<file path="src/logic/axi_read_pkg.sv">
`default_nettype none

package axi_read_pkg;

    localparam int AXI_ADDR_W  = 32;
    localparam int AXI_DATA_W  = 32;
    localparam int AXI_LEN_W   = 8;     // full arlen field, beats minus one
    localparam int AXI_SIZE_W  = 3;
    localparam int AXI_BURST_W = 2;

    localparam logic [AXI_BURST_W-1:0] AXI_BURST_FIXED = 2'b00;
    localparam logic [AXI_BURST_W-1:0] AXI_BURST_INCR  = 2'b01;
    localparam logic [AXI_BURST_W-1:0] AXI_BURST_WRAP  = 2'b10;

    // arsize is log2 of the bytes moved per beat
    function automatic logic [AXI_SIZE_W-1:0] axi_size_for(input int unsigned data_w);
        return AXI_SIZE_W'($clog2(data_w / 8));
    endfunction

endpackage

`default_nettype wire

</file>
<file path="src/logic/refill_pkg.sv">
`default_nettype none

package refill_pkg;
    import axi_read_pkg::*;

    localparam int BEAT_BYTES = AXI_DATA_W / 8;    // one R beat
    localparam int REQ_LEN_W  = 4;                 // beats minus one, up to 16 beats

    // one queued refill, pc already line aligned when it is pushed
    typedef struct packed {
        logic [AXI_ADDR_W-1:0] addr;       // start byte address
        logic [AXI_ADDR_W-1:0] pc_line;    // low offset bits are zero
        logic [REQ_LEN_W-1:0]  len;
    } refill_entry_t;

endpackage

`default_nettype wire

</file>
<file path="src/logic/refill_head_if.sv">
`default_nettype none

interface refill_head_if
    import axi_read_pkg::*;
    import refill_pkg::*;
();
    logic                  head_valid;  // queue holds an entry
    logic [AXI_ADDR_W-1:0] head_addr;
    logic [AXI_ADDR_W-1:0] head_pc;     // line aligned
    logic [REQ_LEN_W-1:0]  head_len;
    logic                  pop;         // single cycle, drops the head

    modport queue_side (
        output head_valid, head_addr, head_pc, head_len,
        input  pop
    );

    modport reader_side (
        input  head_valid, head_addr, head_pc, head_len,
        output pop
    );

endinterface

`default_nettype wire

</file>
<file path="src/logic/refill_queue.sv">
`default_nettype none

module refill_queue
    import axi_read_pkg::*;
    import refill_pkg::*;
#(
    parameter int LINE_BYTE_OFFSET = 6,
    parameter int QUEUE_DEPTH      = 4
) (
    input  wire logic          i_clk,
    input  wire logic          i_rst,
    input  wire logic          i_push,
    input  wire refill_entry_t i_entry,
    output logic               o_full,
    refill_head_if.queue_side  head
);

    localparam int PTR_W = (QUEUE_DEPTH > 1) ? $clog2(QUEUE_DEPTH) : 1;
    localparam int CNT_W = $clog2(QUEUE_DEPTH + 1);

    // storage split per field, pc keeps only the line bits
    logic [AXI_ADDR_W-1:0]                addr_mem [QUEUE_DEPTH];
    logic [AXI_ADDR_W-1:LINE_BYTE_OFFSET] pc_mem   [QUEUE_DEPTH];
    logic [REQ_LEN_W-1:0]                 len_mem  [QUEUE_DEPTH];

    logic [PTR_W-1:0] wr_ptr_q;
    logic [PTR_W-1:0] rd_ptr_q;
    logic [CNT_W-1:0] count_q;
    logic             empty;
    logic             wr_en;
    logic             rd_en;

    function automatic logic [PTR_W-1:0] ptr_inc(input logic [PTR_W-1:0] ptr);
        return (ptr == PTR_W'(QUEUE_DEPTH - 1)) ? '0 : ptr + 1'b1;   // wraps for any depth
    endfunction

    assign empty  = (count_q == '0);
    assign o_full = (count_q == CNT_W'(QUEUE_DEPTH));
    assign wr_en  = i_push & ~o_full;
    assign rd_en  = head.pop & ~empty;

    always_ff @(posedge i_clk) begin
        if (wr_en) begin
            addr_mem[wr_ptr_q] <= i_entry.addr;
            pc_mem[wr_ptr_q]   <= i_entry.pc_line[AXI_ADDR_W-1:LINE_BYTE_OFFSET];
            len_mem[wr_ptr_q]  <= i_entry.len;
        end
    end

    always_ff @(posedge i_clk) begin
        if (i_rst) begin
            wr_ptr_q <= '0;
            rd_ptr_q <= '0;
            count_q  <= '0;
        end else begin
            if (wr_en) begin
                wr_ptr_q <= ptr_inc(wr_ptr_q);
            end
            if (rd_en) begin
                rd_ptr_q <= ptr_inc(rd_ptr_q);
            end
            case ({wr_en, rd_en})
                2'b10:   count_q <= count_q + 1'b1;
                2'b01:   count_q <= count_q - 1'b1;
                default: count_q <= count_q;        // both or neither
            endcase
        end
    end

    // fall-through head, no output register
    assign head.head_valid = ~empty;
    assign head.head_addr  = addr_mem[rd_ptr_q];
    assign head.head_pc    = {pc_mem[rd_ptr_q], {LINE_BYTE_OFFSET{1'b0}}};
    assign head.head_len   = len_mem[rd_ptr_q];

endmodule

`default_nettype wire

</file>
<file path="src/logic/burst_reader.sv">
`default_nettype none

module burst_reader
    import axi_read_pkg::*;
    import refill_pkg::*;
#(
    parameter int LINE_BYTE_OFFSET = 6
) (
    input  wire logic                  i_clk,
    input  wire logic                  i_rst,
    refill_head_if.reader_side         head,

    output logic                       o_arvalid,
    output logic [AXI_ADDR_W-1:0]      o_araddr,
    output logic [AXI_LEN_W-1:0]       o_arlen,
    input  wire logic                  i_arready,

    input  wire logic                  i_rvalid,
    input  wire logic [AXI_DATA_W-1:0] i_rdata,
    input  wire logic                  i_rlast,

    output logic                       o_beat_valid,
    output logic [AXI_DATA_W-1:0]      o_beat_data,
    output logic [AXI_ADDR_W-1:0]      o_beat_addr,
    output logic [AXI_ADDR_W-1:0]      o_beat_pc,
    output logic                       o_beat_last,
    output logic                       o_idle
);

    localparam int OFF_W = REQ_LEN_W + $clog2(BEAT_BYTES);  // byte offset within one burst

    typedef enum logic [1:0] {
        ST_IDLE,
        ST_ADDR,
        ST_DATA
    } state_t;

    state_t                               state_q;
    logic [AXI_ADDR_W-1:0]                beat_addr_q;
    logic [AXI_ADDR_W-1:LINE_BYTE_OFFSET] pc_line_q;   // fixed for the burst
    logic [OFF_W-1:0]                     pc_off_q;
    logic                                 ar_fire;
    logic                                 beat_fire;

    assign ar_fire   = (state_q == ST_ADDR) & i_arready;
    assign beat_fire = (state_q == ST_DATA) & i_rvalid;

    always_ff @(posedge i_clk) begin
        if (i_rst) begin
            state_q <= ST_IDLE;
        end else begin
            case (state_q)
                ST_IDLE: begin
                    if (head.head_valid) begin
                        state_q <= ST_ADDR;
                    end
                end
                ST_ADDR: begin
                    if (i_arready) begin
                        state_q <= ST_DATA;
                    end
                end
                ST_DATA: begin
                    if (beat_fire && i_rlast) begin
                        state_q <= ST_IDLE;     // one idle cycle before the next AR
                    end
                end
                default: state_q <= ST_IDLE;
            endcase
        end
    end

    // beat counters, loaded at the AR handshake
    always_ff @(posedge i_clk) begin
        if (ar_fire) begin
            beat_addr_q <= head.head_addr;
            pc_line_q   <= head.head_pc[AXI_ADDR_W-1:LINE_BYTE_OFFSET];
            pc_off_q    <= '0;
        end else if (beat_fire) begin
            beat_addr_q <= beat_addr_q + AXI_ADDR_W'(BEAT_BYTES);
            pc_off_q    <= pc_off_q + OFF_W'(BEAT_BYTES);
        end
    end

    // head stays put until pop, so AR fields are stable
    assign o_arvalid = (state_q == ST_ADDR);
    assign o_araddr  = head.head_addr;
    assign o_arlen   = AXI_LEN_W'(head.head_len);

    assign head.pop  = beat_fire & i_rlast;

    assign o_beat_valid = beat_fire;        // zero latency pass-through
    assign o_beat_data  = i_rdata;
    assign o_beat_last  = i_rlast;
    assign o_beat_addr  = beat_addr_q;
    assign o_beat_pc    = {pc_line_q, {LINE_BYTE_OFFSET{1'b0}}} + AXI_ADDR_W'(pc_off_q);

    assign o_idle = (state_q == ST_IDLE) & ~head.head_valid;

endmodule

`default_nettype wire

</file>
<file path="src/logic/mem_refill.sv">
`default_nettype none

module mem_refill
    import axi_read_pkg::*;
    import refill_pkg::*;
#(
    parameter int LINE_BYTE_OFFSET = 6,
    parameter int QUEUE_DEPTH      = 4
) (
    input  wire logic                  i_clk,
    input  wire logic                  i_rst,

    input  wire logic                  i_req_valid,
    input  wire logic [AXI_ADDR_W-1:0] i_req_addr,
    input  wire logic [AXI_ADDR_W-1:0] i_req_pc,
    input  wire logic [REQ_LEN_W-1:0]  i_req_len,
    output logic                       o_req_ready,

    output logic                       o_arvalid,
    output logic [AXI_ADDR_W-1:0]      o_araddr,
    output logic [AXI_LEN_W-1:0]       o_arlen,
    output logic [AXI_SIZE_W-1:0]      o_arsize,
    output logic [AXI_BURST_W-1:0]     o_arburst,
    output logic                       o_rready,
    input  wire logic                  i_arready,
    input  wire logic                  i_rvalid,
    input  wire logic [AXI_DATA_W-1:0] i_rdata,
    input  wire logic                  i_rlast,

    output logic                       o_beat_valid,
    output logic [AXI_DATA_W-1:0]      o_beat_data,
    output logic [AXI_ADDR_W-1:0]      o_beat_addr,
    output logic [AXI_ADDR_W-1:0]      o_beat_pc,
    output logic                       o_beat_last,
    output logic                       o_idle
);

    refill_entry_t req_entry;
    logic          req_push;
    logic          queue_full;

    refill_head_if head_if ();

    assign o_req_ready = ~queue_full;
    assign req_push    = i_req_valid & o_req_ready;

    always_comb begin
        req_entry.addr    = i_req_addr;
        req_entry.pc_line = {i_req_pc[AXI_ADDR_W-1:LINE_BYTE_OFFSET], {LINE_BYTE_OFFSET{1'b0}}};
        req_entry.len     = i_req_len;
    end

    assign o_arsize  = axi_size_for(AXI_DATA_W);    // full-width beats
    assign o_arburst = AXI_BURST_INCR;
    assign o_rready  = 1'b1;                        // beats are never stalled

    refill_queue #(
        .LINE_BYTE_OFFSET (LINE_BYTE_OFFSET),
        .QUEUE_DEPTH      (QUEUE_DEPTH)
    ) refill_queue_i (
        .i_clk   (i_clk),
        .i_rst   (i_rst),
        .i_push  (req_push),
        .i_entry (req_entry),
        .o_full  (queue_full),
        .head    (head_if.queue_side)
    );

    burst_reader #(
        .LINE_BYTE_OFFSET (LINE_BYTE_OFFSET)
    ) burst_reader_i (
        .i_clk        (i_clk),
        .i_rst        (i_rst),
        .head         (head_if.reader_side),
        .o_arvalid    (o_arvalid),
        .o_araddr     (o_araddr),
        .o_arlen      (o_arlen),
        .i_arready    (i_arready),
        .i_rvalid     (i_rvalid),
        .i_rdata      (i_rdata),
        .i_rlast      (i_rlast),
        .o_beat_valid (o_beat_valid),
        .o_beat_data  (o_beat_data),
        .o_beat_addr  (o_beat_addr),
        .o_beat_pc    (o_beat_pc),
        .o_beat_last  (o_beat_last),
        .o_idle       (o_idle)
    );

endmodule

`default_nettype wire

</file>
<file path="config.mk">
export PLATFORM = sky130hd
export DESIGN_NAME = mem_refill
export DESIGN_NICKNAME = d
export VERILOG_FILES = /design/src/logic/axi_read_pkg.sv /design/src/logic/refill_pkg.sv /design/src/logic/refill_head_if.sv /design/src/logic/refill_queue.sv /design/src/logic/burst_reader.sv /design/src/logic/mem_refill.sv
export SDC_FILE = /design/constraint.sdc
export NUM_CORES = 1
export LEC_CHECK = 0
export BUFFER_PORTS_ARGS = -buffer_cell sky130_fd_sc_hd__buf_2
export CAP_MARGIN = 20
export CORE_MARGIN = 2
export CORE_UTILIZATION = 55
export DETAILED_ROUTE_END_ITERATION = 8
export HOLD_SLACK_MARGIN = 0.08
export PLACE_DENSITY = 0.86
export SYNTH_ARGS = -nofsm -noshare
export SYNTH_HDL_FRONTEND = slang
export SYNTH_HIERARCHICAL = 1
export SYNTH_SLANG_ARGS = --single-unit
</file>
<file path="constraint.sdc">
create_clock -name i_clk -period 4.8 [get_ports i_clk]
set_clock_uncertainty 0.05 [all_clocks]
set_input_delay 0.96 -clock i_clk [delete_from_list [all_inputs] [get_ports i_clk]]
set_output_delay 0.96 -clock i_clk [all_outputs]
set_load 0.05 [all_outputs]
</file>
==> results of run 1 <==
## how the worst max path moves through the flow
stage	endpoint	slack [ns]	depth (start not counted)
floorplan	refill_queue_i/count_q[2]	1.34	11
global route	o_araddr[17]	1.22	2
CTS	o_araddr[31]	1.32	2
global placement	refill_queue_i/count_q[2]	1.67	11
detailed placement	refill_queue_i/count_q[2]	1.63	11
finish	o_araddr[17]	1.40	2
## flip-flops by register name, indices dropped and copies added, names as in the netlist, named ones only
signal	count
refill_queue_i/len_mem	16
burst_reader_i/o_beat_addr	32
refill_queue_i/addr_mem	128
burst_reader_i/pc_off_q	4
refill_queue_i/rd_ptr_q	2
burst_reader_i/state_q	2
refill_queue_i/wr_ptr_q	2
refill_queue_i/count_q	3
burst_reader_i/pc_line_q	26
refill_queue_i/pc_mem	104
## power by group through the flow
| stage | Combinational, W | Sequential [W] | Clock, W |
|---|---|---|---|
| after floorplan | 0.000453 | 0.00348 | 0 |
| after global placement | 0.000645 | 0.00336 | 0 |
| after detailed placement | 0.000658 | 0.00337 | 0 |
| after CTS | 0.000660 | 0.00331 | 0.00248 |
| after global routing | 0.000696 | 0.00332 | 0.00259 |
| final | 0.000649 | 0.00331 | 0.00242 |
## cell type report
class	count	area, sq um
Inverter	12	45.04
Fill cell	1694	8717
Multi-Input combinational cell	287	2816
Clock buffer	46	947.2
Sequential cell	321	9497
Timing Repair Buffer	175	888.4
Tap cell	319	399.1
Antenna cell	3	7.507
Clock inverter	12	85.08
## metrics by stage
stage          total power [W]  setup slack [ns]  cells  hold WS (ns)  instance area, sq um
6_report              0.006378             1.402   1175        0.4496                 14690
5_1_grt               0.006612             1.217   1172        0.4935                 14680
4_1_cts               0.006450             1.316   1172        0.4496                 14680
3_5_place_dp          0.004030             1.629   1114        0.4297                 13650
3_3_place_gp          0.004006             1.671   1114        0.4144                 13650
2_1_floorplan         0.003936             1.336    730        0.4134                 13120
## worst max-delay path: cells and delay by family (launching register included)
| kind | cells | cell delay [ns] |
|---|---|---|
| buf+inv | 1 | 0.24 |
| mux | 1 | 0.64 |
| flops | 1 | 0.97 |
## routing by layer
layer / vias to the layer above / wire (microns)
met1: 3363 / 9718
met2: 257 / 12700
met3: 58 / 2173
li1: 2971 / -
met5: - / 25
met4: 4 / 610
==> metrics.txt, run 1 <==
overflow left after global routing 0; kind of start point of the critical path register; antenna-violating nets left 0; total net switching power 0.001536 W; Yosys Warn Count 6; slowest stage cell on the critical path dfxtp_4; CP Capture Type output port; clock tree from TritonCTS yes; first-iteration detailed-routing DRC count 561; largest fanout on the critical path 44; delay of the slowest critical-path stage 0.97 ns; global routing usage summed across all routing layers 20.44%; top library cells by usage in the layout, fill and taps aside edfxtp_1 (306), buf_2 (170), mux4_2 (62), clkbuf_16 (35), nand2_1 (32); total clock buffers created by CTS 34; final weighted congestion in routability-driven placement 0.7532; clock insertion delay at the later pin of the skew report 0.50 ns; DRC 0; met1 Usage GRT 25.46%; area of the mapped netlist 13080 sq um; Avg WL per Cell 21.47 microns; largest net degree at the start of global routing 63; total count of max-transition violations in the final report 0; power per cell area 434.3 nW/um^2; Post-CTS Setup Bufs 0; layer carrying the most global-route usage met2; drt total wl 25230 microns; normalized max-slew margin 26.83%; hold-fix buffer count after cts 0; global-route met3 utilization 6.214%; die footprint 25030 sq um; number of optimization iterations in the first detailed-route pass 5; highest clock frequency the design can meet 0.2943 GHz; Comb pwr share 10.2%; fraction of layout instances using a drive strength above 1 34.94%; most frequent standard cell in the layout excluding fill and tap cells edfxtp_1; GRT met2 Usage 34.68%; VDD IR max 0.3075 mV; post-layout min period 3.398 ns; endpoint of the lowest-slack register-to-register path refill_queue_i/count_q[2]; setup slack, reg-to-reg 2.06 ns; relative area change from synthesis to final layout 12.26%; share of total power consumed by net switching 24.08%; count of buffers inserted at the top-level ports 170; wire length of the first global-routing pass 37560 microns; Via density 5.662; setup tns final 0 ns; Initial Utilization 55.90%; internal cell power 0.004842 W; Placement Rows 56; count of clock tree sinks 321; count of cells resized by post-cts repair 0; average instance area after synthesis 18.14 sq um; reg-to-reg startpoint refill_queue_i/count_q[2]; total number of nets in the final design 946; Max Root-Sink Buffers 3; Tightest Pin Transition 1.098 ns; Vert. Die Dim 158.2 microns; overall die width 158.2 microns; Worst Reg2Reg Path Length in Cells 11; outcome finished, final reports clean; portion of total power attributed to sequential cells 51.9%; leak pwr 4.958 nW; placeable core region 23400 sq um; count of H-tree levels built during CTS 2; Root Buffer clkbuf_16; worst setup path class register to output port; initial antenna violation count 5; cell count after synthesis 721; via count of the first global-routing pass 6684; Hold Vio Cnt, Final 0; clock transition at the register clock pins on the worst setup and hold paths after CTS 0.06 ns; routed via count 6653; fin crit share 70.78%; data arrival time of the critical path 2.39 ns; cell-by-cell listing of the critical path mux4_2 > buf_2; required time of the worst setup path 3.79 ns; instance count along the most critical hold path 2; I/O pin count 253; utilization after layout 62.75%; Clk network pwr share 37.9%; type of the tightest min-delay check register to register; unrepaired setup endpoints after global routing no; Detailed Place HPWL 15010 microns; Hold Path Origin refill_queue_i/rd_ptr_q[0]; final setup fails 0; number of violations of the max-capacitance limit 0
Power figures use the tool's default switching activity.
==> run 2: changes to the inputs <==
--- a/config.mk
+++ b/config.mk
@@ -5,6 +5,7 @@
 export SDC_FILE = /design/constraint.sdc
 export NUM_CORES = 1
 export LEC_CHECK = 0
+export ABC_AREA = 1
 export BUFFER_PORTS_ARGS = -buffer_cell sky130_fd_sc_hd__buf_2
 export CAP_MARGIN = 20
 export CORE_MARGIN = 2
==> constraint.sdc (replaced) <==
create_clock -name i_clk -period 3.5 [get_ports i_clk]
set_clock_uncertainty 0.05 [all_clocks]
set_input_delay 0.7 -clock i_clk [delete_from_list [all_inputs] [get_ports i_clk]]
set_output_delay 0.7 -clock i_clk [all_outputs]
set_load 0.05 [all_outputs]
==> run 2 against run 1 <==
  * Register-to-register slack lost 0.89 ns
  * Global-route usage increased by 0.71 points
  * Cell area up 7.8%
  * Largest cell class unchanged
  * Final cell count is 34% higher
  * Die area is 7.8% higher
  * Setup slack worse by 0.86 ns
==> metrics.txt, run 2 <==
worst setup path class register to output port; post-layout min period 2.954 ns; Initial Utilization 56.13%; cell count after synthesis 1122; delay of the slowest critical-path stage 0.54 ns; Avg WL per Cell 18.48 microns; clock transition at the register clock pins on the worst setup and hold paths after CTS 0.05 ns; post-detailed-placement cell area 14690 sq um; routed via count 8656; largest fanout on the critical path 38; Hold Vio Cnt, Final 0; outcome finished, final reports clean; final setup fails 0; overflow left after global routing 0; number of optimization iterations in the first detailed-route pass 5; total count of max-transition violations in the final report 0; slowest stage cell on the critical path inv_2; DRC 0; leak pwr 5.826 nW; total clock buffers created by CTS 35; most frequent standard cell in the layout excluding fill and tap cells edfxtp_1; final weighted congestion in routability-driven placement 0.8750; Post-CTS Setup Bufs 0; number of violations of the max-capacitance limit 0; die footprint 27000 sq um; average instance area after synthesis 12.60 sq um; fraction of layout instances using a drive strength above 1 30.20%; drt total wl 29160 microns; antenna-violating nets left 0; fin crit share 84.40%; clock tree from TritonCTS yes; number of filler instances in the final layout 1858; CP Capture Type output port; Vert. Die Dim 164.3 microns; count of buffers inserted at the top-level ports 170; total number of nets in the final design 1338; initial antenna violation count 5; cell-by-cell listing of the critical path inv_2 > o21ai_0 > o22ai_2 > buf_2; I/O pin count 253; register containing the most flip-flops in the final layout refill_queue_i/addr_mem; pre-CTS setup slack 1.042 ns; overall die width 164.3 microns; type of the tightest min-delay check input port to register; final setup margin 0.5459 ns; normalized max-slew margin 48.46%; top library cells by usage in the layout, fill and taps aside edfxtp_1 (306), buf_2 (170), nand2_1 (151), o21ai_0 (124), nor2_1 (115); global routing usage summed across all routing layers 21.15%; data arrival time of the critical path 2.20 ns; Final Cell Area 15830 sq um; kind of start point of the critical path register; Max Root-Sink Buffers 3; count of cells resized by post-cts repair 0; unrepaired setup endpoints after global routing no; Detailed Place HPWL 17670 microns; wire length of the first global-routing pass 43790 microns; area of the mapped netlist 14130 sq um; power per cell area 587.9 nW/um^2; relative area change from synthesis to final layout 11.98%; via count of the first global-routing pass 8191; VDD IR max 0.5264 mV; Largest register FFs 128; count of clock tree sinks 321; Placement Rows 58; required time of the worst setup path 2.75 ns; Via density 5.485; count of H-tree levels built during CTS 2; largest net degree at the start of global routing 125; highest clock frequency the design can meet 0.3385 GHz; placeable core region 25180 sq um; instance count along the most critical hold path 2; Worst Reg2Reg Path Length in Cells 14; first-iteration detailed-routing DRC count 857; hold-fix buffer count after cts 0; clock insertion delay at the later pin of the skew report 0.49 ns; utilization after layout 62.85%; Tightest Pin Transition 0.7731 ns; Root Buffer clkbuf_16; Yosys Warn Count 6
==> run 2: area by class of cell <==
class                   instances  area (sq um)  area share [%]
diodes                          3         7.507         0.04743
repair buffers                183          1049           6.625
flip-flops and latches        321          9494           59.98
clock buffers                  43         969.7           6.126
well taps                     330         412.9           2.609
inverters                      53         206.4           1.304
clock inverters                16         160.2           1.012
multi-input cells             629          3528           22.29
==> run 2: through the flow <==
stage | std cells | hold slack [ns] | TNS (ns) | power [W]
final | 1578 | 0.3544 | 0 | 0.009304
after global routing | 1576 | 0.3361 | 0 | 0.009636
after CTS | 1575 | 0.3333 | 0 | 0.009383
after detailed placement | 1516 | 0.4374 | 0 | 0.005822
after global placement | 1516 | 0.4191 | 0 | 0.005788
after floorplan | 1131 | 0.4220 | -160.85 | 0.005652
==> run 2: critical path: cells and delay by family, from the launching register on <==
family	cells	cell delay, ns
compound gates	2	0.49
buf+inv	2	0.85
flops	1	0.34
==> run 2: power breakdown <==
part           switching, W  leakage (nW)  internal (W)  total, W
combinational      0.000881          2.34      0.000271   0.00115
sequential         0.000101          2.93       0.00449   0.00459
clock               0.00138         0.552       0.00219   0.00356
total               0.00236          5.83       0.00694   0.00930
==> run 2: final timing paths <==
check                              from                          to  slack (ns)
max                            register                o_araddr[24]        0.55
min                               i_rst   burst_reader_i/state_q[1]        0.35
max reg2reg   refill_queue_i/count_q[1]   refill_queue_i/count_q[2]        1.17
min reg2reg  burst_reader_i/pc_off_q[4]  burst_reader_i/pc_off_q[4]        0.45
==> run 2: routing by layer <==
metal  global-route usage [%]  routed length, microns
met1                    26.78                   11810
met2                    35.05                   14100
met3                    5.126                    2232
met4                    8.732                    1000
met5                        0                      16
